File: src/mm_cfg_pkg.sv
// Systolic array geometry and data types

package mm_cfg_pkg;

    // ======================================================================
    // Geometry and widths
    // ======================================================================

    // Side of the square array, also the number of lanes per bar
    localparam int ARRAY_DIM = 8;

    // Unsigned operand width
    localparam int OPERAND_W = 8;

    // Per-cell sum, wide enough for 128 full-scale products
    localparam int ACC_W = 32;

    // ======================================================================
    // Data types
    // ======================================================================

    typedef logic [OPERAND_W-1:0] operand_t;

    // One bar of operands, lane 0 in the low byte
    typedef operand_t [ARRAY_DIM-1:0] lane_vec_t;

    typedef logic [ACC_W-1:0] acc_t;

    // Sums of one array row, column j at index j
    typedef acc_t [ARRAY_DIM-1:0] result_row_t;

    // Full result, row i at index i
    typedef result_row_t [ARRAY_DIM-1:0] result_mat_t;

endpackage

File: src/mm_skew_lines.sv
// Operand bar skew stage

`timescale 1ns/1ps

module mm_skew_lines
    import mm_cfg_pkg::*;
(
    input  logic      clk,
    input  logic      arst_n_i,
    input  logic      load_i,
    input  lane_vec_t bar_i,
    output lane_vec_t bar_o
);

    lane_vec_t bar_gated;

    // Zeros outside the load window keep idle cycles out of the sums
    assign bar_gated = load_i ? bar_i : '0;

    assign bar_o[0] = bar_gated[0];

    // ======================================================================
    // Lane n runs through n registers
    // ======================================================================

    for (genvar n = 1; n < ARRAY_DIM; n++) begin : g_lane
        operand_t line_q [n];

        always_ff @(posedge clk or negedge arst_n_i) begin
            if (!arst_n_i) begin
                for (int s = 0; s < n; s++) begin
                    line_q[s] <= '0;
                end
            end else begin
                line_q[0] <= bar_gated[n];
                for (int s = 1; s < n; s++) begin
                    line_q[s] <= line_q[s-1];
                end
            end
        end

        assign bar_o[n] = line_q[n-1];
    end

endmodule

File: config.mk
export PLATFORM = sky130hd
export DESIGN_NAME = mm_skew_lines
export DESIGN_NICKNAME = d
export VERILOG_FILES = /design/src/mm_cfg_pkg.sv /design/src/mm_skew_lines.sv
export SDC_FILE = /design/constraint.sdc
export NUM_CORES = 1
export LEC_CHECK = 0
export ABC_AREA = 1
export BUFFER_PORTS_ARGS = -buffer_cell sky130_fd_sc_hd__buf_2
export CORE_ASPECT_RATIO = 0.5
export CORE_MARGIN = 2
export CORE_UTILIZATION = 35
export DETAILED_ROUTE_END_ITERATION = 8
export PLACE_DENSITY_LB_ADDON = 0.1
export SYNTH_ARGS = -nofsm -noshare
export SYNTH_HDL_FRONTEND = slang
export SYNTH_SLANG_ARGS = --single-unit
File: constraint.sdc
create_clock -name clk -period 1.1 [get_ports clk]
set_clock_uncertainty 0.05 [all_clocks]
set_input_delay 0.11 -clock clk [delete_from_list [all_inputs] [get_ports clk]]
set_output_delay 0.11 -clock clk [all_outputs]
set_load 0.01 [all_outputs]
* Word level (Yosys, flattened, before mapping)
Cells that the tools add are included.
** Storage, ports and cells
- Register bits after elaboration :: 224
- Latch bits :: 0
- Bits in writable memories :: 0
- Memory bits (read-only) :: 0
- Input port bits :: 67
- Output and inout bits :: 64
- Word-level logic and storage cells :: 29
- Memories :: 0
** Operators by class
- Add/sub/neg operators :: 0
- Multipliers :: 0
- Div/mod/pow operators :: 0
- Order comparisons :: 0
- Equality and inequality tests :: 0
- Shifts and indexed selects :: 0
- Mux-type cells :: 1
- Bitwise gates (word level) :: 0
- Reductions and logical operators :: 0
** Operator list (number)
- two-way mux 64 bit :: 1

* Depth between registers and ports, before layout
- Depth after elaboration :: 1
- Gate-level depth with buffers :: 5
- Mapped depth without buffers :: 2

* Worst setup path before layout
No wires, ideal clock.
- Path type :: input port to output port
- From :: in load_i
- To :: out bar_o[0] (netlist name)
- Data arrival time :: 0.562 ns
- Data required time :: 0.940 ns
- Path slack :: 0.378 ns
- Stages :: 5
- Path buffers :: 3
- Path through :: buf_6 -> buf_6 -> nand2_1 -> inv_1 -> buf_4
** RTL lines
- start: declaration :: line mm_skew_lines.sv:10 : input logic load_i,
- end: declaration :: line mm_skew_lines.sv:12 : output lane_vec_t bar_o

* Worst setup path in the final report
- From :: reg g_lane[2].line_q, in the netlist bar_o[23]
- To :: out bar_o[23] (netlist name)
** RTL lines
- start: declaration :: line mm_skew_lines.sv:27 : operand_t line_q [n];
- start signal: indexed assignment :: line mm_skew_lines.sv:37 : line_q[s] <= line_q[s-1];
No word-level cell between the ends.

==> flow_summary.json <==
{
  "status": "finished, violations left",
  "failed_checks": "negative setup slack",
  "rr_worst_depth": 0,
  "crit_buf_inv": 1,
  "synth_area_sq_um": 6590,
  "fin_nets": 650,
  "overflow": 0,
  "root_buffer": "clkbuf_16",
  "place_congestion": 0.651,
  "async_flop_share_pct": 100,
  "slowest_delay_ps": 380,
  "reg2reg_to": "g_lane[5].line_q[24]",
  "final_core_util_pct": 46.9,
  "vdd_drop_max_mv": 0.759,
  "p_leak_nw": 4.78,
  "critPathSlowestCell": "dfrtp_1",
  "max_freq_mhz": 862,
  "ys.flop_type": "dfrtp_1",
  "rsz0062_at_grt": "true",
  "synth_fp_nets": 482,
  "cts_sinks": 224,
  "grt_max_degree": 43,
  "core-area_sq_um": 18400,
  "finalHoldViolCount": 0,
  "tightest_slew_ps": 340,
  "total_power_mw": 16.5,
  "cp_cell_sequence": "buf_2",
  "dp_slack_ps": 247,
  "clock_path_buffers": 3,
  "route.detailed.wl_per_inst_microns": 11.1,
  "drc": 0,
  "drive_gt1_share_pct": 28.7,
  "drt-total-wl_mm": 9.50,
  "ys_warn_count": 0,
  "avgSynthCellArea_sq_um": 15.9,
  "min_to": "g_lane[6].line_q[43]",
  "holdWs_ps": 19.4,
  "area_delta_synth_final_pct": 31.2,
  "maxSlewViolCount": 0,
  "cts_inserted_buffers": 20,
  "cts_tree": "done",
  "worst_slack_ps": -59.8,
  "critPathCaptureType": "primary output",
  "netlist.top_cell.by_area": "dfrtp_1",
  "wl_met1_mm": 4.04,
  "crit_family": "flip-flops",
  "reg2reg_from": "g_lane[5].line_q[32]",
  "worstPathMaxFanout": 1,
  "ys_seq_area_share_pct": 85.1,
  "die_y_microns": 101,
  "highest_layer": "met4",
  "vias": 3087,
  "crit_start": "bar_o[23]",
  "final_cells": 855,
  "dp_hpwl_mm": 5.55,
  "maxCapViolCount": 0,
  "synth_edf_count": 0,
  "synth_area_leaders": "dfrtp_1, buf_4, inv_1",
  "wl_met3_microns": 597,
  "r2r_slack_ps": 570,
  "grt_usage_pct": 9.91,
  "clk_latency_ps": 490,
  "cts_setup_buffers": 0,
  "worstHoldStart": "load_i",
  "placement.io_buffers": 130,
  "clk_pin_slew_worst_paths_ps": 60,
  "ant_nets": 0,
  "synth_cell_types": 5,
  "drt_iter0_markers": 82,
  "period_share_pct": 105,
  "fillCellCount": 1616,
  "hp-class": "input pin to register",
  "start_kind": "register",
  "viasPerCell": 3.61,
  "met2_length_mm": 4.54,
  "power_density_nw_per_um2": 1910,
  "min_period_ps": 1160,
  "fin_setup_tns_ps": -2060,
  "htree_levels": 1,
  "placed_cell_area_sq_um": 7220,
  "grt_pass1_wl_mm": 15.6,
  "num_rows": 35,
  "synth_top_area_share_pct": 85.1,
  "synth.ff_latch_count": 224,
  "holdPathStages": 4,
  "die_area_sq_um": 20000,
  "grt_pass1_vias": 3166,
  "first_pass_iters": 3,
  "synth_common_cells": "dfrtp_1, inv_1, nand2_1",
  "crit_type": "register to primary output",
  "syn-instance-count": 415,
  "arrival_ps": 1000,
  "die-width_microns": 198,
  "cp.required_ps": 940,
  "relSlewSlack_pct": 77.3,
  "final_area_sq_um": 8640,
  "start_util_pct": 35.7,
  "antenna_found_initial": 0,
  "ioPinCount": 131,
  "diodes": 0,
  "dp_cells": 753,
  "synthMostInstantiatedCell": "dfrtp_1",
  "setup_viol": 56
}
-- how the worst max path moves through the flow --
stage	endpoint	slack (ps)	cells past startpoint
3_3_place_gp	bar_o[0]	260	5
4_1_cts	bar_o[51]	-90	1
6_report	bar_o[23]	-60	1
3_5_place_dp	bar_o[2]	250	5
5_1_grt	bar_o[23]	-100	1
2_1_floorplan	bar_o[0]	380	5
-- layout by cell type, fill, tap and decap left out --
cell type / instances
bufinv_16: 1
clkbuf_16: 21
dfrtp_1: 224
buf_2: 114
nand2_1: 64
inv_1: 64
dlygate4sd3_1: 67
buf_6: 15
clkbuf_1: 6
clkinv_2: 2
buf_12: 5
clkbuf_8: 4
buf_8: 1
inv_6: 1
buf_4: 7
-- routing by layer --
layer / global-route usage (%) / vias up
met1: 12.9 / 1505
met3: 3.18 / 24
li1: - / 1478
met4: 4.05 / 0
met2: 15.6 / 80
met5: 0 / -
-- registers in the layout, indices dropped and copies added, names as in the netlist --
signal / count
bar_o: 48
g_lane.line_q: 176
-- layout make-up --
class,count,area [sq um],share of cell area [%]
Clock buffer,31,603,6.98
Clock inverter,4,48.8,0.565
Inverter,64,240,2.78
Multi-Input combinational cell,64,240,2.78
Sequential cell,224,5610,64.9
Tap cell,259,324,3.75
Timing Repair Buffer,209,1580,18.3
-- logic make-up after synthesis --
| kind of cell | after synthesis | share of synthesized area [%] |
|---|---|---|
| buf+inv | 127 | 11.2 |
| flops | 224 | 85.1 |
| simple gates | 64 | 3.65 |
-- what timing repair did --
action,in CTS,in global routing
resized for setup,7,10
hold buffers,68,0
hold endpoints to repair,280,0
setup endpoints to repair,56,57
-- power by group --
group          internal [mW]  switching [mW]  total, mW
registers               8.65           0.100       8.75
logic                  0.443           0.428      0.871
clock network           4.01            2.83       6.84
Power figures use the tool's default switching activity.
