===== config.mk =====
export PLATFORM = sky130hd
export DESIGN_NAME = mm_beat_counter
export DESIGN_NICKNAME = d
export VERILOG_FILES = /design/src/mm_ctrl_pkg.sv /design/src/mm_beat_counter.sv
export SDC_FILE = /design/constraint.sdc
export NUM_CORES = 1
export LEC_CHECK = 0
export BUFFER_PORTS_ARGS = -buffer_cell sky130_fd_sc_hd__buf_2
export CAP_MARGIN = 20
export CELL_PAD_IN_SITES_DETAIL_PLACEMENT = 0
export CELL_PAD_IN_SITES_GLOBAL_PLACEMENT = 2
export CORE_MARGIN = 4
export CORE_UTILIZATION = 29
export CTS_CLUSTER_DIAMETER = 200
export CTS_CLUSTER_SIZE = 20
export DETAILED_ROUTE_END_ITERATION = 12
export HOLD_SLACK_MARGIN = 0.06
export PLACE_DENSITY = 0.71
export SLEW_MARGIN = 0
export SYNTH_ARGS = -nofsm -noshare
export SYNTH_HDL_FRONTEND = slang
export SYNTH_SLANG_ARGS = --single-unit

===== constraint.sdc =====
create_clock -name clk -period 1.4 [get_ports clk]
set_input_delay 0.21 -clock clk [delete_from_list [all_inputs] [get_ports clk]]
set_output_delay 0.21 -clock clk [all_outputs]
set_load 0.02 [all_outputs]

===== src/mm_ctrl_pkg.sv =====
// Run control definitions

package mm_ctrl_pkg;

    // ======================================================================
    // Run lengths
    // ======================================================================

    // Inner dimension, one beat per element
    localparam int K_DEPTH = 128;

    // Skew plus pipeline depth to the far corner cell
    localparam int DRAIN_BEATS = 15;

    localparam int RUN_BEATS = K_DEPTH + DRAIN_BEATS;

    localparam int BEAT_W = 8;

    // ======================================================================
    // Run phases and control bundle
    // ======================================================================

    typedef enum logic [1:0] {
        IDLE,
        LOAD,
        DRAIN
    } run_state_t;

    typedef struct packed {
        logic clear;    // one cycle, empties every accumulator
        logic load;     // high across the 128-beat load window
    } ctrl_t;

endpackage


===== src/mm_beat_counter.sv =====
// Run beat counter

`timescale 1ns/1ps

module mm_beat_counter
    import mm_ctrl_pkg::*;
(
    input  logic clk,
    input  logic arst_n_i,
    input  logic run_i,
    output logic load_last_o,
    output logic run_last_o
);

    logic [BEAT_W-1:0] count_q;

    // Wraps to zero on the last run beat so the next run starts clean
    always_ff @(posedge clk or negedge arst_n_i) begin
        if (!arst_n_i) begin
            count_q <= '0;
        end else if (!run_i || run_last_o) begin
            count_q <= '0;
        end else begin
            count_q <= count_q + 1'b1;
        end
    end

    assign load_last_o = (count_q == BEAT_W'(K_DEPTH - 1));
    assign run_last_o  = (count_q == BEAT_W'(RUN_BEATS - 1));

    a_count_range: assert property (@(posedge clk) disable iff (!arst_n_i)
        count_q <= BEAT_W'(RUN_BEATS - 1));

endmodule


Word level (Yosys, flattened, before mapping)
Cells that the tools add are included.
{ "totals": {"regBits": 8, "elab_cells": 7} }
{ "classes": {"n_reduce_logical": 2, "n_mux": 1, "add_sub_neg": 1, "eq_ne": 2} }
{ "ops": {"columns": ["op", "n"], "rows": [
  ["8-bit by 1-bit adder with 8-bit output (second input constant)", 1],
  ["8-bit by 7-bit == test with 1-bit output (second input constant)", 1],
  ["8-bit == test (second input constant)", 1],
  ["8-bit 2-to-1 mux", 1],
  ["1-bit zero test", 1],
  ["1-bit logical OR", 1]
]} }

Longest topological paths before layout
{ "logic_depth": {"ltp_word": 3, "mapped_depth": 5} }

Least setup slack after synthesis
Ideal clock, no wire load.
{ "synth_path": {"kind": "flip-flop to output port", "from": "register count_q[0]", "to": "output port run_last_o", "path_slack_ns": -0.205, "path_stages_with_launch": 5, "n_path_buf": 0, "arrival_ns": 1.395, "required_time_ns": 1.190, "cell_sequence": "dfrtp_1 inv_1 ha_1 nand4_1 nor4_1"} }
{ "synth_via": {"elab_chain_len": 1} }
{ "synth_rtl": {"columns": ["element", "line", "source"], "rows": [
  ["start: declaration", "mm_beat_counter.sv:15", "logic [BEAT_W-1:0] count_q;"],
  ["start signal: assignment", "mm_beat_counter.sv:24", "count_q <= count_q + 1'b1;"],
  ["8-bit == test", "mm_beat_counter.sv:29", "assign run_last_o = (count_q == BEAT_W'(RUN_BEATS - 1));"],
  ["end: declaration", "mm_beat_counter.sv:12", "output logic run_last_o"]
]} }
Every way passes these cells.

Worst setup path in the final report
Ends and elaborated chain as after synthesis.

==> impl_metrics.env <==
export IMPL_path_class="reg2out"
export IMPL_dieArea_sq_mm=0.00203
export IMPL_dr_pass1_iters=4
export IMPL_synth_xor_area_share_pct=6.58
export IMPL_crit_required_ns=1.19
export IMPL_critPathMaxFanout=3
export IMPL_cp_top_family="flip-flops"
export IMPL_clockPowerShare_pct=37.5
export IMPL_p_int_w=0.000364
export IMPL_violations="setup timing"
export IMPL_cts_sinks=8
export IMPL_wl_per_cell_microns=12.0
export IMPL_ant_nets=0
export IMPL_die_x_microns=45.1
export IMPL_final_nets=61
export IMPL_tightest_slew_ns=0.232
export IMPL_yosys_area_share_simple_pct=20.1
export IMPL_final_area_sq_um=571
export IMPL_slowest_delay_ns=0.40
export IMPL_reg_top3="count_q: 8 flops"
export IMPL_yosys_warnings=0
export IMPL_p_leak_nw=0.237
export IMPL_vias_per_cell=4.97
export IMPL_yosys_area_share_adder_pct=6.27
export IMPL_global_route_overflow_total=0
export IMPL_std_cell_rows=13
export IMPL_placed_cells=60
export IMPL_nFillCells=140
export IMPL_grt_max_degree=9
export IMPL_final_setup_worst_slack_ns=-0.164
export IMPL_yosys_top_cells_area="dfrtp_1 (50%), o41ai_4 (6.9%), ha_1 (6.3%)"
export IMPL_async_reset_ff_share_pct=100
export IMPL_hold_viol=0
export IMPL_fmax_ghz=0.639
export IMPL_hp_start="run_i"
export IMPL_cp_slowest_cell="dfrtp_1"
export IMPL_ys_seq_elements=8
export IMPL_path_clk_slew_ns=0.06
export IMPL_ys_seq_area_share_pct=50.2
export IMPL_powerDensity_mw_per_mm2=833
export IMPL_end_kind="output port"
export IMPL_rsz0062_at_grt="yes"
export IMPL_cts_buffer_depth=2
export IMPL_period_needed_ns=1.56
export IMPL_rr_worst_depth=7
export IMPL_finClkSkew_ns=0.00243
export IMPL_synth_compound_area_share_pct=15.0
export IMPL_cts_buffers=3
export IMPL_cp_depth=5
export IMPL_routed_wl_microns=827
export IMPL_power_switching_w=0.000111
export IMPL_synth_top_family_by_area="simple AND/OR/NAND/NOR gates"
export IMPL_route_detailed_drc=0
export IMPL_grt_pass1_vias=332
export IMPL_synthToLayoutAreaGrowth_pct=42.9
export IMPL_antenna_cells=0
export IMPL_start_util_pct=30.7
export IMPL_yosysTopAreaCellShare_pct=50.2
export IMPL_min_path_type="in2reg"
export IMPL_synth_area_sq_um=399
export IMPL_cts_root_buf="clkbuf_4"
export IMPL_cts_max_level=1
export IMPL_crit_buf_inv=2
export IMPL_seqPwrFrac_pct=52.1
export IMPL_r2r_start="count_q[0]"
export IMPL_status="complete, but fails checks"
export IMPL_drv_cap=0
export IMPL_muxShareOfSynthArea_pct=0
export IMPL_largest_register="count_q"
export IMPL_drive_gt1_share_pct=38.9
export IMPL_largest_register_ffs=8
export IMPL_combPwrFrac_pct=10.4
export IMPL_coreArea_sq_mm=0.00130
export IMPL_reg2reg_to="count_q[7]"
export IMPL_syn_nets=43
export IMPL_cts_tree="built"
export IMPL_p_sw_share_pct=23.4
export IMPL_syn_area_per_cell_sq_um=10.5
export IMPL_synth_area_leader_cell="dfrtp_1"
export IMPL_grt_pass1_wl_microns=1470
export IMPL_yosysMostFrequentCell="dfrtp_1"
export IMPL_ir_worst_vdd_mv=0.311
export IMPL_crit_path_end="run_last_o"
export IMPL_layoutNonFillerInstCount=69
export IMPL_period_share_pct=112
export IMPL_drv_slew=0
export IMPL_boundaryPins=5
export IMPL_dieHeight_microns=45.1
export IMPL_grt_total_usage_pct=10.4
export IMPL_crit_chain="inv_1, ha_1, nand4_1, nor4_2, buf_2"
export IMPL_setup_viol=9
export IMPL_worst_ep_arrival_time_ns=1.35
export IMPL_critPathLaunch="count_q[0]"
export IMPL_placed_cell_area_sq_um=472
export IMPL_drt_iter0_drc=3
export IMPL_gp_congestion=0.739
export IMPL_fin_tns_setup_ns=-0.671
export IMPL_relSlewSlack_pct=84.5
export IMPL_synth_flop_cell="dfrtp_1"
export IMPL_worstSetupStartpointType="flip-flop"
export IMPL_synth_distinct_cells=16
export IMPL_dr_total_vias=343
export IMPL_port_buffer_count=4
export IMPL_rrSetupSlack_ns=-0.08
export IMPL_synth_commonest_cells="dfrtp_1 (8), nor2_1 (5), nand3_1 (3), o21ai_0 (3), or3_1 (3)"
export IMPL_clk_latency_ns=0.25
export IMPL_fin_util_pct=43.8
export IMPL_grt_antenna_before_repair=0
export IMPL_synth_cells=38
export IMPL_synth_edf_count=0
## repair_timing
action | 4_1_cts | 5_1_grt
endpoints found under the hold margin | 8 | 0
pin swaps | 2 | 1
hold buffers | 1 | 0
resized for setup | 1 | 5
setup buffers | 1 | 4
cloned | 0 | 0
endpoints found under the setup margin | 2 | 10
## area by class of cell
class                   count  area, sq um  share of cell area, %
multi-input cells          28          228                   39.9
flip-flops and latches      8          201                   35.3
repair buffers             13         92.6                   16.2
clock buffers               3         22.5                   3.95
well taps                  15         18.8                   3.29
inverters                   2         7.51                   1.32
## power groups by stage
| stage | Combinational, W | Clock [W] | Sequential (W) |
|---|---|---|---|
| finish | 0.0000494 | 0.000178 | 0.000248 |
| global route | 0.0000556 | 0.000200 | 0.000248 |
| CTS | 0.0000366 | 0.000188 | 0.000247 |
| detailed placement | 0.0000338 | 0 | 0.000250 |
| global placement | 0.0000321 | 0 | 0.000249 |
| floorplan | 0.0000160 | 0 | 0.000249 |
## layer usage
metal  track usage (%)  routed length [microns]
met3              2.39                       37
met1              11.1                      355
met5                 0                        0
met2              17.8                      434
met4              7.02                        0
## through the flow
step	setup slack, ns	total power [W]	hold slack [ns]
3_3_place_gp	0.0443	0.000282	0.0601
4_1_cts	-0.174	0.000471	0.231
6_report	-0.164	0.000475	0.241
5_1_grt	-0.255	0.000504	0.248
2_1_floorplan	0.0136	0.000265	-0.0856
3_5_place_dp	0.0256	0.000284	0.0687
## worst min-delay path by stage
stage | to | slack [ns] | cells after the start
3_5_place_dp | count_q[5] | 0.07 | 1
3_3_place_gp | count_q[6] | 0.06 | 1
4_1_cts | count_q[6] | 0.23 | 2
6_report | count_q[6] | 0.24 | 2
5_1_grt | count_q[6] | 0.25 | 2
2_1_floorplan | count_q[0] | -0.09 | 0
## logic make-up (layout without fill, tap and decap cells)
group | Yosys count | count (layout)
simple gates | 16 | 16
xor+xnor | 3 | 3
fa+ha+maj | 2 | 2
compound gates | 7 | 7
flops | 8 | 8
buf+inv | 2 | 18
## cell usage in the layout (no fill, tap or decap), drive strengths merged, types with 3 or more instances in the layout
cell and count:
o21ai 3, buf 12, nand3 3, dfrtp 8, or3 3, clkbuf 3
nor2 5
Note: power is estimated with default switching activity, not from simulation.
