## config.mk

```make
export PLATFORM = sky130hd
export DESIGN_NAME = mm_ctrl_fsm
export DESIGN_NICKNAME = d
export VERILOG_FILES = /design/src/mm_ctrl_pkg.sv /design/src/mm_ctrl_fsm.sv
export SDC_FILE = /design/constraint.sdc
export NUM_CORES = 1
export LEC_CHECK = 0
export ABC_AREA = 1
export BUFFER_PORTS_ARGS = -buffer_cell sky130_fd_sc_hd__buf_2
export CAP_MARGIN = 30
export CORE_AREA = 2 2 39 41
export CTS_BUF_LIST = sky130_fd_sc_hd__clkbuf_16
export CTS_CLUSTER_SIZE = 16
export DETAILED_ROUTE_END_ITERATION = 7
export DIE_AREA = 0 0 41 43
export PLACE_DENSITY = 0.36
export SYNTH_ARGS = -nofsm -noshare
export SYNTH_HDL_FRONTEND = slang
export SYNTH_SLANG_ARGS = --single-unit
```

## constraint.sdc

```tcl
create_clock -name clk -period 1 [get_ports clk]
set_input_delay 0.15 -clock clk [delete_from_list [all_inputs] [get_ports clk]]
set_output_delay 0.15 -clock clk [all_outputs]
set_load 0.01 [all_outputs]
```

## src/mm_ctrl_pkg.sv

```systemverilog
// Run control definitions

package mm_ctrl_pkg;

    // ======================================================================
    // Run lengths
    // ======================================================================

    // Inner dimension, one beat per element
    localparam int K_DEPTH = 128;

    // Skew plus pipeline depth to the far corner cell
    localparam int DRAIN_BEATS = 15;

    localparam int RUN_BEATS = K_DEPTH + DRAIN_BEATS;

    localparam int BEAT_W = 8;

    // ======================================================================
    // Run phases and control bundle
    // ======================================================================

    typedef enum logic [1:0] {
        IDLE,
        LOAD,
        DRAIN
    } run_state_t;

    typedef struct packed {
        logic clear;    // one cycle, empties every accumulator
        logic load;     // high across the 128-beat load window
    } ctrl_t;

endpackage

```

## src/mm_ctrl_fsm.sv

```systemverilog
// Run sequencing FSM

`timescale 1ns/1ps

module mm_ctrl_fsm
    import mm_ctrl_pkg::*;
(
    input  logic  clk,
    input  logic  arst_n_i,
    input  logic  start_i,
    input  logic  load_last_i,
    input  logic  run_last_i,
    output ctrl_t ctrl_o,
    output logic  run_o,
    output logic  busy_o,
    output logic  done_o
);

    run_state_t state_q;
    run_state_t state_d;
    logic       clear_q;
    logic       done_q;

    // Start is only looked at while idle
    always_comb begin
        state_d = state_q;
        case (state_q)
            IDLE: begin
                if (start_i) begin
                    state_d = LOAD;
                end
            end
            LOAD: begin
                if (load_last_i) begin
                    state_d = DRAIN;
                end
            end
            DRAIN: begin
                if (run_last_i) begin
                    state_d = IDLE;
                end
            end
            default: begin
                state_d = IDLE;
            end
        endcase
    end

    always_ff @(posedge clk or negedge arst_n_i) begin
        if (!arst_n_i) begin
            state_q <= IDLE;
            clear_q <= 1'b0;
            done_q  <= 1'b0;
        end else begin
            state_q <= state_d;
            clear_q <= (state_q == IDLE) && (state_d == LOAD);
            done_q  <= (state_q == DRAIN) && (state_d == IDLE);
        end
    end

    assign ctrl_o.clear = clear_q;
    assign ctrl_o.load  = (state_q == LOAD);
    assign run_o        = (state_q != IDLE);
    assign busy_o       = (state_q != IDLE);
    assign done_o       = done_q;

    a_done_single: assert property (@(posedge clk) disable iff (!arst_n_i)
        done_o |=> !done_o);

    // Clear belongs to the first load cycle only
    a_clear_on_entry: assert property (@(posedge clk) disable iff (!arst_n_i)
        ctrl_o.clear |-> $past(state_q == IDLE) && (state_q == LOAD));

endmodule

```

---- After elaboration in Yosys (flattened, before gate mapping) ----
Cells that the tools add are included.
storage, ports and cells
  word-level logic and storage cells ...... 15
  bits of input ports ..................... 5
  memories ................................ 0
  RAM bits ................................ 0
  ROM bits ................................ 0
  bits in latches ......................... 0
  register bits ........................... 4
cells by class
  multiplexer cells ....................... 4
  multipliers ............................. 0
  equality and inequality tests ........... 3
  shift-type cells ........................ 0
  divide/modulo/power cells ............... 0
  $add $sub $neg .......................... 0
  bitwise logic cells ..................... 0
  magnitude comparators ................... 0
  reduce and logical (&&, ||, !) cells .... 5
operator list
  operator                                        number
  2-to-1 mux 2 bit                                3
  one-hot mux 2 bit (3 select lines)              1
  == test 2 x 1 -> 1 bit (second input constant)  2
  logical NOT 2 bit                               2
  == test 2 bit (second input constant)           1
  logical AND 1 bit                               2
  nonzero test 2 bit                              1

---- Depth between registers and ports, before layout ----
Gate-level depths: netlist (run 1).
  depth in word-level cells ............... 4
  depth in mapped cells ................... 3
  mapped depth without buffers ............ 3

---- Worst setup path before layout (run 1) ----
OpenSTA, ideal clock, no wires.
  path type ............................... reg2out
  start ................................... reg state_q[0]
  end ..................................... out run_o
  path slack .............................. 122 ps
  stages on the path, launching flop included .. 4
  data arrival time ....................... 728 ps
  data required time ...................... 850 ps
  path buffers ............................ 1
  cells stage by stage .................... dfrtp_1 > nor2_2 > inv_1 > buf_4
between the ends
  longest elaborated chain between the ends .. 1
RTL lines
  element                 line               text
  from (decl)             mm_ctrl_fsm.sv:19  run_state_t state_q;
  from (signal assigned)  mm_ctrl_fsm.sv:55  state_q <= state_d;
  nonzero test 2 bit      n/a
  to (decl)               mm_ctrl_fsm.sv:14  output logic run_o,
No other way between the ends.

---- Worst setup path after layout (run 1) ----
  start ................................... reg state_q[0]
  end ..................................... out run_o
between the ends
  longest elaborated chain between the ends .. 1
RTL lines
  element             line               text
  nonzero test 2 bit  mm_ctrl_fsm.sv:63  assign run_o = (state_q != IDLE);
No other way between the ends.

==> results of run 1 <==
layout by cell type, fill, tap and decap left out:
cell type	instances
inv_1	6
nand2_1	4
dfrtp_1	4
buf_2	9
dlygate4sd3_1	1
clkbuf_16	3
nor2_2	1
nand3_1	3
buf_4	2
nor2_1	2
power by group:
part / internal, mW / total [mW] / switching (mW)
logic: 0.166 / 0.350 / 0.185
registers: 0.221 / 0.263 / 0.0411
clock network: 0.510 / 0.616 / 0.106
per-layer routing:
layer | share of wire, % | up-vias | wire length [um]
met5 | 0 | - | 0
met4 | 0 | 0 | 0
met3 | 11 | 0 | 41
met2 | 51 | 8 | 191
met1 | 37 | 72 | 139
li1 | - | 87 | -
worst max-delay path by stage:
stage               slack (ns)     end  depth (start not counted)
CTS                      -0.08   run_o                          3
global placement          0.14  busy_o                          3
detailed placement        0.14   run_o                          3
finish                   -0.07   run_o                          3
floorplan                 0.12   run_o                          3
global route             -0.14   run_o                          3
sequential cells by signal, indices dropped and copies added (netlist names):
register  cells
clear_q       1
done_o        1
state_q       2
logic make-up (layout without fill, tap and decap cells):
logic type | Yosys count | after routing | synth area share, %
buf+inv | 8 | 21 | 20.7
simple gates | 10 | 10 | 24.1
flops | 4 | 4 | 55.2
critical path, cell delays in order, from the launching register on:
cell and delay, ns:
dfrtp_1 0.39, nor2_2 0.13, inv_1 0.05, buf_2 0.13
Yosys cell counts, drive strengths merged:
cell   count  share of area [%]
nand3      3                8.3
buf        2                8.3
dfrtp      4                 55
nand2      4                8.3
nor2       3                7.6
inv        6                 12
final cells by class:
| cell class | instances | area, sq um |
|---|---|---|
| Sequential cell | 4 | 100 |
| Timing Repair Buffer | 12 | 70.1 |
| Inverter | 6 | 22.5 |
| Multi-Input combinational cell | 10 | 43.8 |
| Fill cell | 160 | 1050 |
| Tap cell | 16 | 20.0 |
| Clock buffer | 3 | 75.1 |
timing repair:
action / CTS / global route
setup endpoints to repair: 3 / 3
buffers inserted: 2 / 0
endpoints found under the hold margin: 4 / 0
gates resized for setup: 0 / 0
hold buffers: 1 / 0
cloned: 0 / 0
through the flow:
stage	cell area [sq um]	power (mW)	hold WS, ns	TNS, ns	worst slack (ns)
after global placement	231	0.568	-0.0373	0	0.138
after detailed placement	231	0.567	-0.0365	0	0.138
final	332	1.23	0.141	-0.179	-0.0743
after CTS	332	1.25	0.143	-0.213	-0.0839
after floorplan	181	0.496	-0.146	0	0.122
after global routing	332	1.32	0.159	-0.385	-0.135
==> metrics, run 1 <==
failing checks negative setup slack; hold path start start_i; Leakage 0.196 nW; WL final 371 um; Initial Util 13.1%; Die Ht 43 um; max cap viols 0; M1 GR Usage 5.81%; Seq/Total Area, Yosys 55.2%; routed length per placed instance 7.27 um; final hold violation count 0; Hold EP clear_q$_DFF_PN0_; final period utilization 107%; H-tree Lvls 1; gpl congestion 0.682; slew margin rel. 90.3%; overall routing resource usage 6.03%; number of remaining DRC errors 0; CTS Buf Count 3; post-DR vias/cell 3.27; status finished, violations left; Die W 41 um; Yosys cell types 7; buffers added on ports 9; via count 167; Slew @ Worst Pin 0.145 ns; fin nets 42; antenna violations before repair 0; P&R area growth vs syn 82.8%; Diodes inserted 0; worst setup slack after layout -0.0743 ns; iteration count of the initial detailed-routing pass 1; met3 GRT Util 7.85%; Hold Path Stages 3; Final ANT Viol Nets 0; Mapped Nets 27; Final Setup Violations 3; clk_skew 0.00146 ns; vias in the first global route 161; Std-Cell Core Area 0.00138 sq mm; cells after synthesis 22; GR peak layer met3; starting DRC count in detailed routing 0; Power per Cell Area 3710 mW/mm^2; CTS tree built; num rows 14; # clock sinks 4; synthesized area 181 sq um; CP Capture Type output port; Worst Setup Start Kind flip-flop; Peak Freq 0.931 GHz; Ys Warns 0; die footprint 0.00176 sq mm; final std cells w/o fill 51; Slew Limit Fails 0; # IOs 10; final core utilization 24.0%; cells on worst reg2reg path 4; Avg Inst Size Synth 8.25 sq um; placed insts 45; reg2reg setup slack 0.19 ns; Yosys reg bits 4; Clock Tree Buf Depth 2; RSZ-0062 raised after global routing true; clock root buffer clkbuf_16; Critical Path Start state_q[0]$_DFF_PN0_; hpwl dp 286 um; Reg2Reg Launch Point state_q[1]$_DFF_PN0_; worst vdd ir 0.918 mV; share of post-route cells with drive strength above 1 42.9%; reg2reg end state_q[1]$_DFF_PN0_; Worst EP required 0.85 ns; WP data arrival 0.92 ns; Max FO, Critical Path 3; clk slew on worst S/H paths 0.03 ns; met2 usage 6.56%; largest net degree at the start of global routing 5; first-pass GRT wire length 579 um; critical path class flip-flop to output port; HP Class input pin to flip-flop; Worst-Skew Late Latency 0.22 ns; minimum clock period 1.07 ns; GRT overflow 0
Power figures use the tool's default switching activity.
==> inputs of run 2 (changes only) <==
--- a/config.mk
+++ b/config.mk
@@ -9,7 +9,6 @@
 export BUFFER_PORTS_ARGS = -buffer_cell sky130_fd_sc_hd__buf_2
 export CAP_MARGIN = 30
 export CORE_AREA = 2 2 39 41
-export CTS_BUF_LIST = sky130_fd_sc_hd__clkbuf_16
 export CTS_CLUSTER_SIZE = 16
 export DETAILED_ROUTE_END_ITERATION = 7
 export DIE_AREA = 0 0 41 43
==> run 2 against run 1 <==
Effect of this change: the run still ends with negative setup slack left; critical path depth unchanged; worst setup slack got worse by 0.012 ns; via count unchanged; critical path type unchanged.
==> metrics, run 2 (synthesized netlist as in run 1, its figures left out) <==
Die Ht 43 um (unchanged); Std-Cell Core Area 0.00138 sq mm (unchanged); iteration count of the initial detailed-routing pass 4 (was 1); Max FO, Critical Path 4 (was 3); final hold violation count 0 (unchanged); max incr delay on CP 0.41 ns (was 0.39 ns); failing checks negative setup slack (unchanged); worst setup slack after layout -0.0861 ns (was -0.0743 ns); reg2reg end state_q[1]$_DFF_PN0_ (unchanged); vias in the first global route 164 (was 161); slew margin rel. 90.2% (was 90.3%); WL final 376 um (was 371 um); Critical Path Start state_q[1]$_DFF_PN0_ (was state_q[0]$_DFF_PN0_); minimum clock period 1.09 ns (was 1.07 ns); Initial Util 13.1% (unchanged); RSZ-0062 raised after global routing true (unchanged); Leakage 0.173 nW (was 0.196 nW); final period utilization 109% (was 107%); clk slew on worst S/H paths 0.04 ns (was 0.03 ns); Reg2Reg Launch Point state_q[1]$_DFF_PN0_ (unchanged); Die W 41 um (unchanged); H-tree Lvls 1 (unchanged); post-CTS resize count 0 (unchanged); Hold EP clear_q$_DFF_PN0_ (unchanged); FILL cells 167 (was 160); GRT overflow 0 (unchanged); Clock Tree Buf Depth 2 (unchanged); Largest register FFs 2 (unchanged); via count 167 (unchanged); HP Class input pin to flip-flop (unchanged); largest net degree at the start of global routing 5 (unchanged); hold path start start_i (unchanged); clock root buffer clkbuf_4 (was clkbuf_16); hpwl dp 286 um (unchanged); routed length per placed instance 7.37 um (was 7.27 um); max cap viols 0 (unchanged); most frequent cells in the layout buf_2, inv_1, nand2_1, dfrtp_1 (unchanged); leading cell type in the layout, fill and taps excluded buf_2 (unchanged); gpl congestion 0.682 (unchanged); cells on worst reg2reg path 4 (unchanged); Final Setup Violations 3 (unchanged); Worst-Skew Late Latency 0.23 ns (was 0.22 ns); antenna violations before repair 0 (unchanged); CTS tree built (unchanged); # IOs 10 (unchanged); largest register by flop count state_q (unchanged); Hold Path Stages 3 (unchanged); Slew Limit Fails 0 (unchanged); CP delay by family, top flip-flops (unchanged); P&R area growth vs syn 53.8% (was 82.8%); starting DRC count in detailed routing 2 (was 0); buffer and inverter count on the worst path 2 (unchanged); Peak Freq 0.921 GHz (was 0.931 GHz); Slowest cell on crit path dfrtp_1 (unchanged); worst vdd ir 0.685 mV (was 0.918 mV); buffers added on ports 9 (unchanged); post-DR vias/cell 3.27 (unchanged); fin nets 42 (unchanged); first-pass GRT wire length 600 um (was 579 um); Final ANT Viol Nets 0 (unchanged); die footprint 0.00176 sq mm (unchanged); overall routing resource usage 6.63% (was 6.03%); Worst EP required 0.85 ns (about the same); Area after DPL 231 sq um (unchanged); critical path class flip-flop to output port (unchanged); # clock sinks 4 (unchanged); final instance area 279 sq um (was 332 sq um); final core utilization 20.2% (was 24.0%); share of post-route cells with drive strength above 1 42.9% (unchanged); CP Capture Type output port (unchanged); CTS Buf Count 3 (unchanged); WP data arrival 0.94 ns (was 0.92 ns); clk_skew 0.00122 ns (was 0.00146 ns); hold slack 0.130 ns (was 0.141 ns); Worst Setup Start Kind flip-flop (unchanged); Power per Cell Area 2910 mW/mm^2 (was 3710 mW/mm^2); status finished, violations left (unchanged); Slew @ Worst Pin 0.147 ns (was 0.145 ns); Diodes inserted 0 (unchanged); reg2reg setup slack 0.19 ns (about the same); number of remaining DRC errors 0 (unchanged); num rows 14 (unchanged); Cell Chain, Critical Path nor2_2, inv_1, buf_2 (unchanged)
-- run 2: cell counts in the layout (fill, tap and decap cells not counted) --
No cell type changed its count.
-- run 2: worst min-delay path, stage by stage --
cell and delay (ns):
buf_2 0.07, nand2_1 0.06, inv_1 0.05
-- run 2: worst max path at each step --
stage	endpoint	slack [ns]	cells past startpoint
global placement	busy_o	0.14	3
global route	run_o	-0.16	3
detailed placement	run_o	0.14	3
floorplan	run_o	0.12	3
finish	run_o	-0.09	3
CTS	run_o	-0.10	3
-- run 2: stage by stage --
| stage | worst slack [ns] | power [mW] | setup TNS [ns] | std cells |
|---|---|---|---|---|
| floorplan | 0.122 | 0.496 | 0 | 22 |
| global placement | 0.138 | 0.568 | 0 | 45 |
| detailed placement | 0.138 | 0.567 | 0 | 45 |
| CTS | -0.102 | 0.832 | -0.267 | 51 |
| global route | -0.161 | 0.903 | -0.463 | 51 |
| finish | -0.0861 | 0.811 | -0.215 | 51 |
-- run 2: area by class of cell --
cell class | instances | area (sq um) | share of cell area [%]
Multi-Input combinational cell | 10 | 43.8 | 15.7
Tap cell | 16 | 20.0 | 7.17
Sequential cell | 4 | 100 | 35.9
Clock buffer | 3 | 22.5 | 8.07
Timing Repair Buffer | 12 | 70.1 | 25.1
Inverter | 6 | 22.5 | 8.07
-- run 2: report_power, final --
group / internal (mW) / switching [mW] / total [mW]
clock network: 0.134 / 0.0632 / 0.197
logic: 0.166 / 0.185 / 0.351
registers: 0.221 / 0.0415 / 0.263
total: 0.521 / 0.290 / 0.811
-- run 2: timing repair --
| item | 4_1_cts | 5_1_grt |
|---|---|---|
| endpoints found under the setup margin | 3 | 3 |
| hold endpoints to repair | 4 | 0 |
| buffers inserted | 2 | 0 |
| hold buffers | 1 | 0 |
-- run 2: layer usage --
layer / GRT usage (%) / vias up / part of all wire (%)
met3: 7.85 / 0 / 11
met2: 6.56 / 9 / 53
li1: - / 87 / -
met1: 5.81 / 71 / 36
met5: 0 / - / 0
met4: 8.00 / 0 / 0
==> inputs of run 3 (changes only) <==
--- a/config.mk
+++ b/config.mk
@@ -12,6 +12,7 @@
 export CTS_CLUSTER_SIZE = 16
 export DETAILED_ROUTE_END_ITERATION = 7
 export DIE_AREA = 0 0 41 43
+export GPL_TIMING_DRIVEN = 0
 export PLACE_DENSITY = 0.36
 export SYNTH_ARGS = -nofsm -noshare
 export SYNTH_HDL_FRONTEND = slang
==> run 3 against run 2 <==
Effect of this change: the flow still finishes with violations (negative setup slack); sequential share of layout area down 3.9 points; cell count increased by 3.9%; register-to-register slack better by 0.02 ns; global-route usage decreased by 1.4 points; clock power is essentially flat; via count increased by 6.6%; worst setup slack lost 0.086 ns; worst hold slack improved by 0.0057 ns; power is 20% higher; critical path depth rose by 1; combinational power rose by 48%; highest routed layer unchanged.
==> metrics, run 3 (synthesized netlist as in run 1, its figures left out) <==
Diodes inserted 0 (unchanged); via count 178 (was 167); post-DR vias/cell 3.36 (was 3.27); Clock Power Share 20.3% (was 24.3%); Die W 41 um (unchanged); Worst Setup Start Kind flip-flop (unchanged); Internal 639 uW (was 521 uW); WP data arrival 1.02 ns (was 0.94 ns); worst setup slack after layout -0.172 ns (was -0.0861 ns); final std cells w/o fill 53 (was 51); failing checks negative setup slack (unchanged); CP delay by family, top flip-flops (unchanged); Worst-Skew Late Latency 0.23 ns (about the same); max cap viols 0 (unchanged); vias in the first global route 171 (was 164); Comb pwr share 53.6% (was 43.3%); final core utilization 22.6% (was 20.2%); leading cell type in the layout, fill and taps excluded buf_2 (unchanged); max incr delay on CP 0.38 ns (was 0.41 ns); clk slew on worst S/H paths 0.04 ns (about the same); fin nets 44 (was 42); starting DRC count in detailed routing 5 (was 2); buffers added on ports 9 (unchanged); Final ANT Viol Nets 0 (unchanged); WL final 368 um (was 376 um); first-pass GRT wire length 572 um (was 600 um); final period utilization 117% (was 109%); CTS Buf Count 3 (unchanged); Final Setup Violations 3 (unchanged); antenna violations before repair 0 (unchanged); most frequent cells in the layout buf_2, inv_1, nand2_1, dfrtp_1 (unchanged); Worst EP required 0.85 ns (about the same); share of post-route cells with drive strength above 1 54.1% (was 42.9%); GRT overflow 0 (unchanged); clk_skew 0.000204 ns (was 0.00122 ns); Clock Tree Buf Depth 2 (unchanged); Initial Util 13.1% (unchanged); iteration count of the initial detailed-routing pass 4 (unchanged); met2 usage 6.88% (was 6.56%); Slew Limit Fails 0 (unchanged); CTS tree built (unchanged); # clock sinks 4 (unchanged); routed length per placed instance 6.94 um (was 7.37 um); gpl congestion 0.637 (was 0.682); overall routing resource usage 5.23% (was 6.63%); Std-Cell Core Area 0.00138 sq mm (unchanged); Max FO, Critical Path 2 (was 4); Most common cell on crit path buf_6; # IOs 10 (unchanged); FILL cells 164 (was 167); P&R area growth vs syn 72.4% (was 53.8%); clock root buffer clkbuf_4 (unchanged); Critical Path Start state_q[0]$_DFF_PN0_ (was state_q[1]$_DFF_PN0_); Slowest cell on crit path dfrtp_1 (unchanged); RSZ-0062 raised after global routing true (unchanged); num rows 14 (unchanged); Seq pwr share 26.2% (was 32.4%); M1 GR Usage 4.85% (was 5.81%); critical path class flip-flop to output port (unchanged); final hold violation count 0 (unchanged); H-tree Lvls 1 (unchanged); Reg2Reg Launch Point state_q[0]$_DFF_PN0_ (was state_q[1]$_DFF_PN0_); CP Capture Type output port (unchanged); hold path start start_i (unchanged); slew margin rel. 92.2% (was 90.2%); Slew @ Worst Pin 0.117 ns (was 0.147 ns); placed insts 47 (was 45); Leakage 0.186 nW (was 0.173 nW); Cell Chain, Critical Path nor2_2, inv_2, buf_6, buf_6 (was nor2_2, inv_1, buf_2); status finished, violations left (unchanged); worst vdd ir 0.652 mV (was 0.685 mV); minimum clock period 1.17 ns (was 1.09 ns); met3 GRT Util 1.57% (was 7.85%); largest net degree at the start of global routing 5 (unchanged); die footprint 0.00176 sq mm (unchanged); number of remaining DRC errors 0 (unchanged); Largest register FFs 2 (unchanged); largest register by flop count state_q (unchanged); Power per Cell Area 3100 mW/mm^2 (was 2910 mW/mm^2); Peak Freq 0.854 GHz (was 0.921 GHz); buffer and inverter count on the worst path 3 (was 2); Die Ht 43 um (unchanged); GR peak layer met4 (unchanged); HP Class input pin to flip-flop (unchanged); Switching Share 34.1% (was 35.8%); Psw 330 uW (was 290 uW)
run 3: changes by cell type in the layout (fill, tap and decap cells not counted), sizes merged:
cell | before | now
buf | 11 | 13
run 3: worst paths after layout:
path | endpoint | slack [ns] | depth (start not counted)
hold / removal | clear_q$_DFF_PN0_ | 0.14 | 3
max in group asynchronous | state_q[1]$_DFF_PN0_ | 0.64 | 2
setup reg to reg | done_o$_DFF_PN0_ | 0.21 | 4
setup / recovery | run_o | -0.17 | 4
min in group asynchronous | clear_q$_DFF_PN0_ | 0.25 | 2
hold reg to reg | clear_q$_DFF_PN0_ | 0.56 | 3
run 3: power groups by stage:
stage               registers [mW]  clock network (mW)  logic (mW)
global placement             0.281                   0       0.343
floorplan                    0.270                   0       0.225
finish                       0.254               0.197       0.519
CTS                          0.253               0.214       0.489
detailed placement           0.278                   0       0.347
global route                 0.259               0.219       0.575
run 3: final cells by class:
cell class,count,area [sq um],area share (%)
Buffer,2,18.8,6.00
Clock buffer,3,22.5,7.20
Inverter,6,22.5,7.20
Multi-Input combinational cell,10,46.3,14.8
Sequential cell,4,100,32.0
Tap cell,16,20.0,6.40
Timing Repair Buffer,12,82.6,26.4
run 3: per-layer routing:
layer	vias to the layer above	wire [um]
met2	4	208
li1	91	-
met3	0	18
met1	83	141
met4	0	0
met5	-	0
run 3: per-stage QoR:
stage / setup WS (ns) / area, sq um / hold slack, ns / setup TNS (ns) / power [mW]
after floorplan: 0.122 / 181 / -0.146 / 0 / 0.496
after global placement: 0.00450 / 246 / -0.0400 / 0 / 0.624
after detailed placement: 0.0102 / 246 / -0.0415 / 0 / 0.625
after CTS: -0.192 / 304 / 0.128 / -0.459 / 0.955
after global routing: -0.234 / 313 / 0.136 / -0.571 / 1.05
final: -0.172 / 313 / 0.136 / -0.398 / 0.970
run 3: worst reg2reg max path, cell delays in order, from the launching register on:
cell and delay (ns):
dfrtp_1 0.38, buf_4 0.15, inv_2 0.06, nand2_1 0.05, nor2_1 0.08
run 3: repair_timing:
item,CTS,global route
setup buffers,2,0
endpoints found under the setup margin,3,4
hold endpoints to repair,4,0
pin swaps,1,1
hold buffers,1,0
resized for setup,3,3
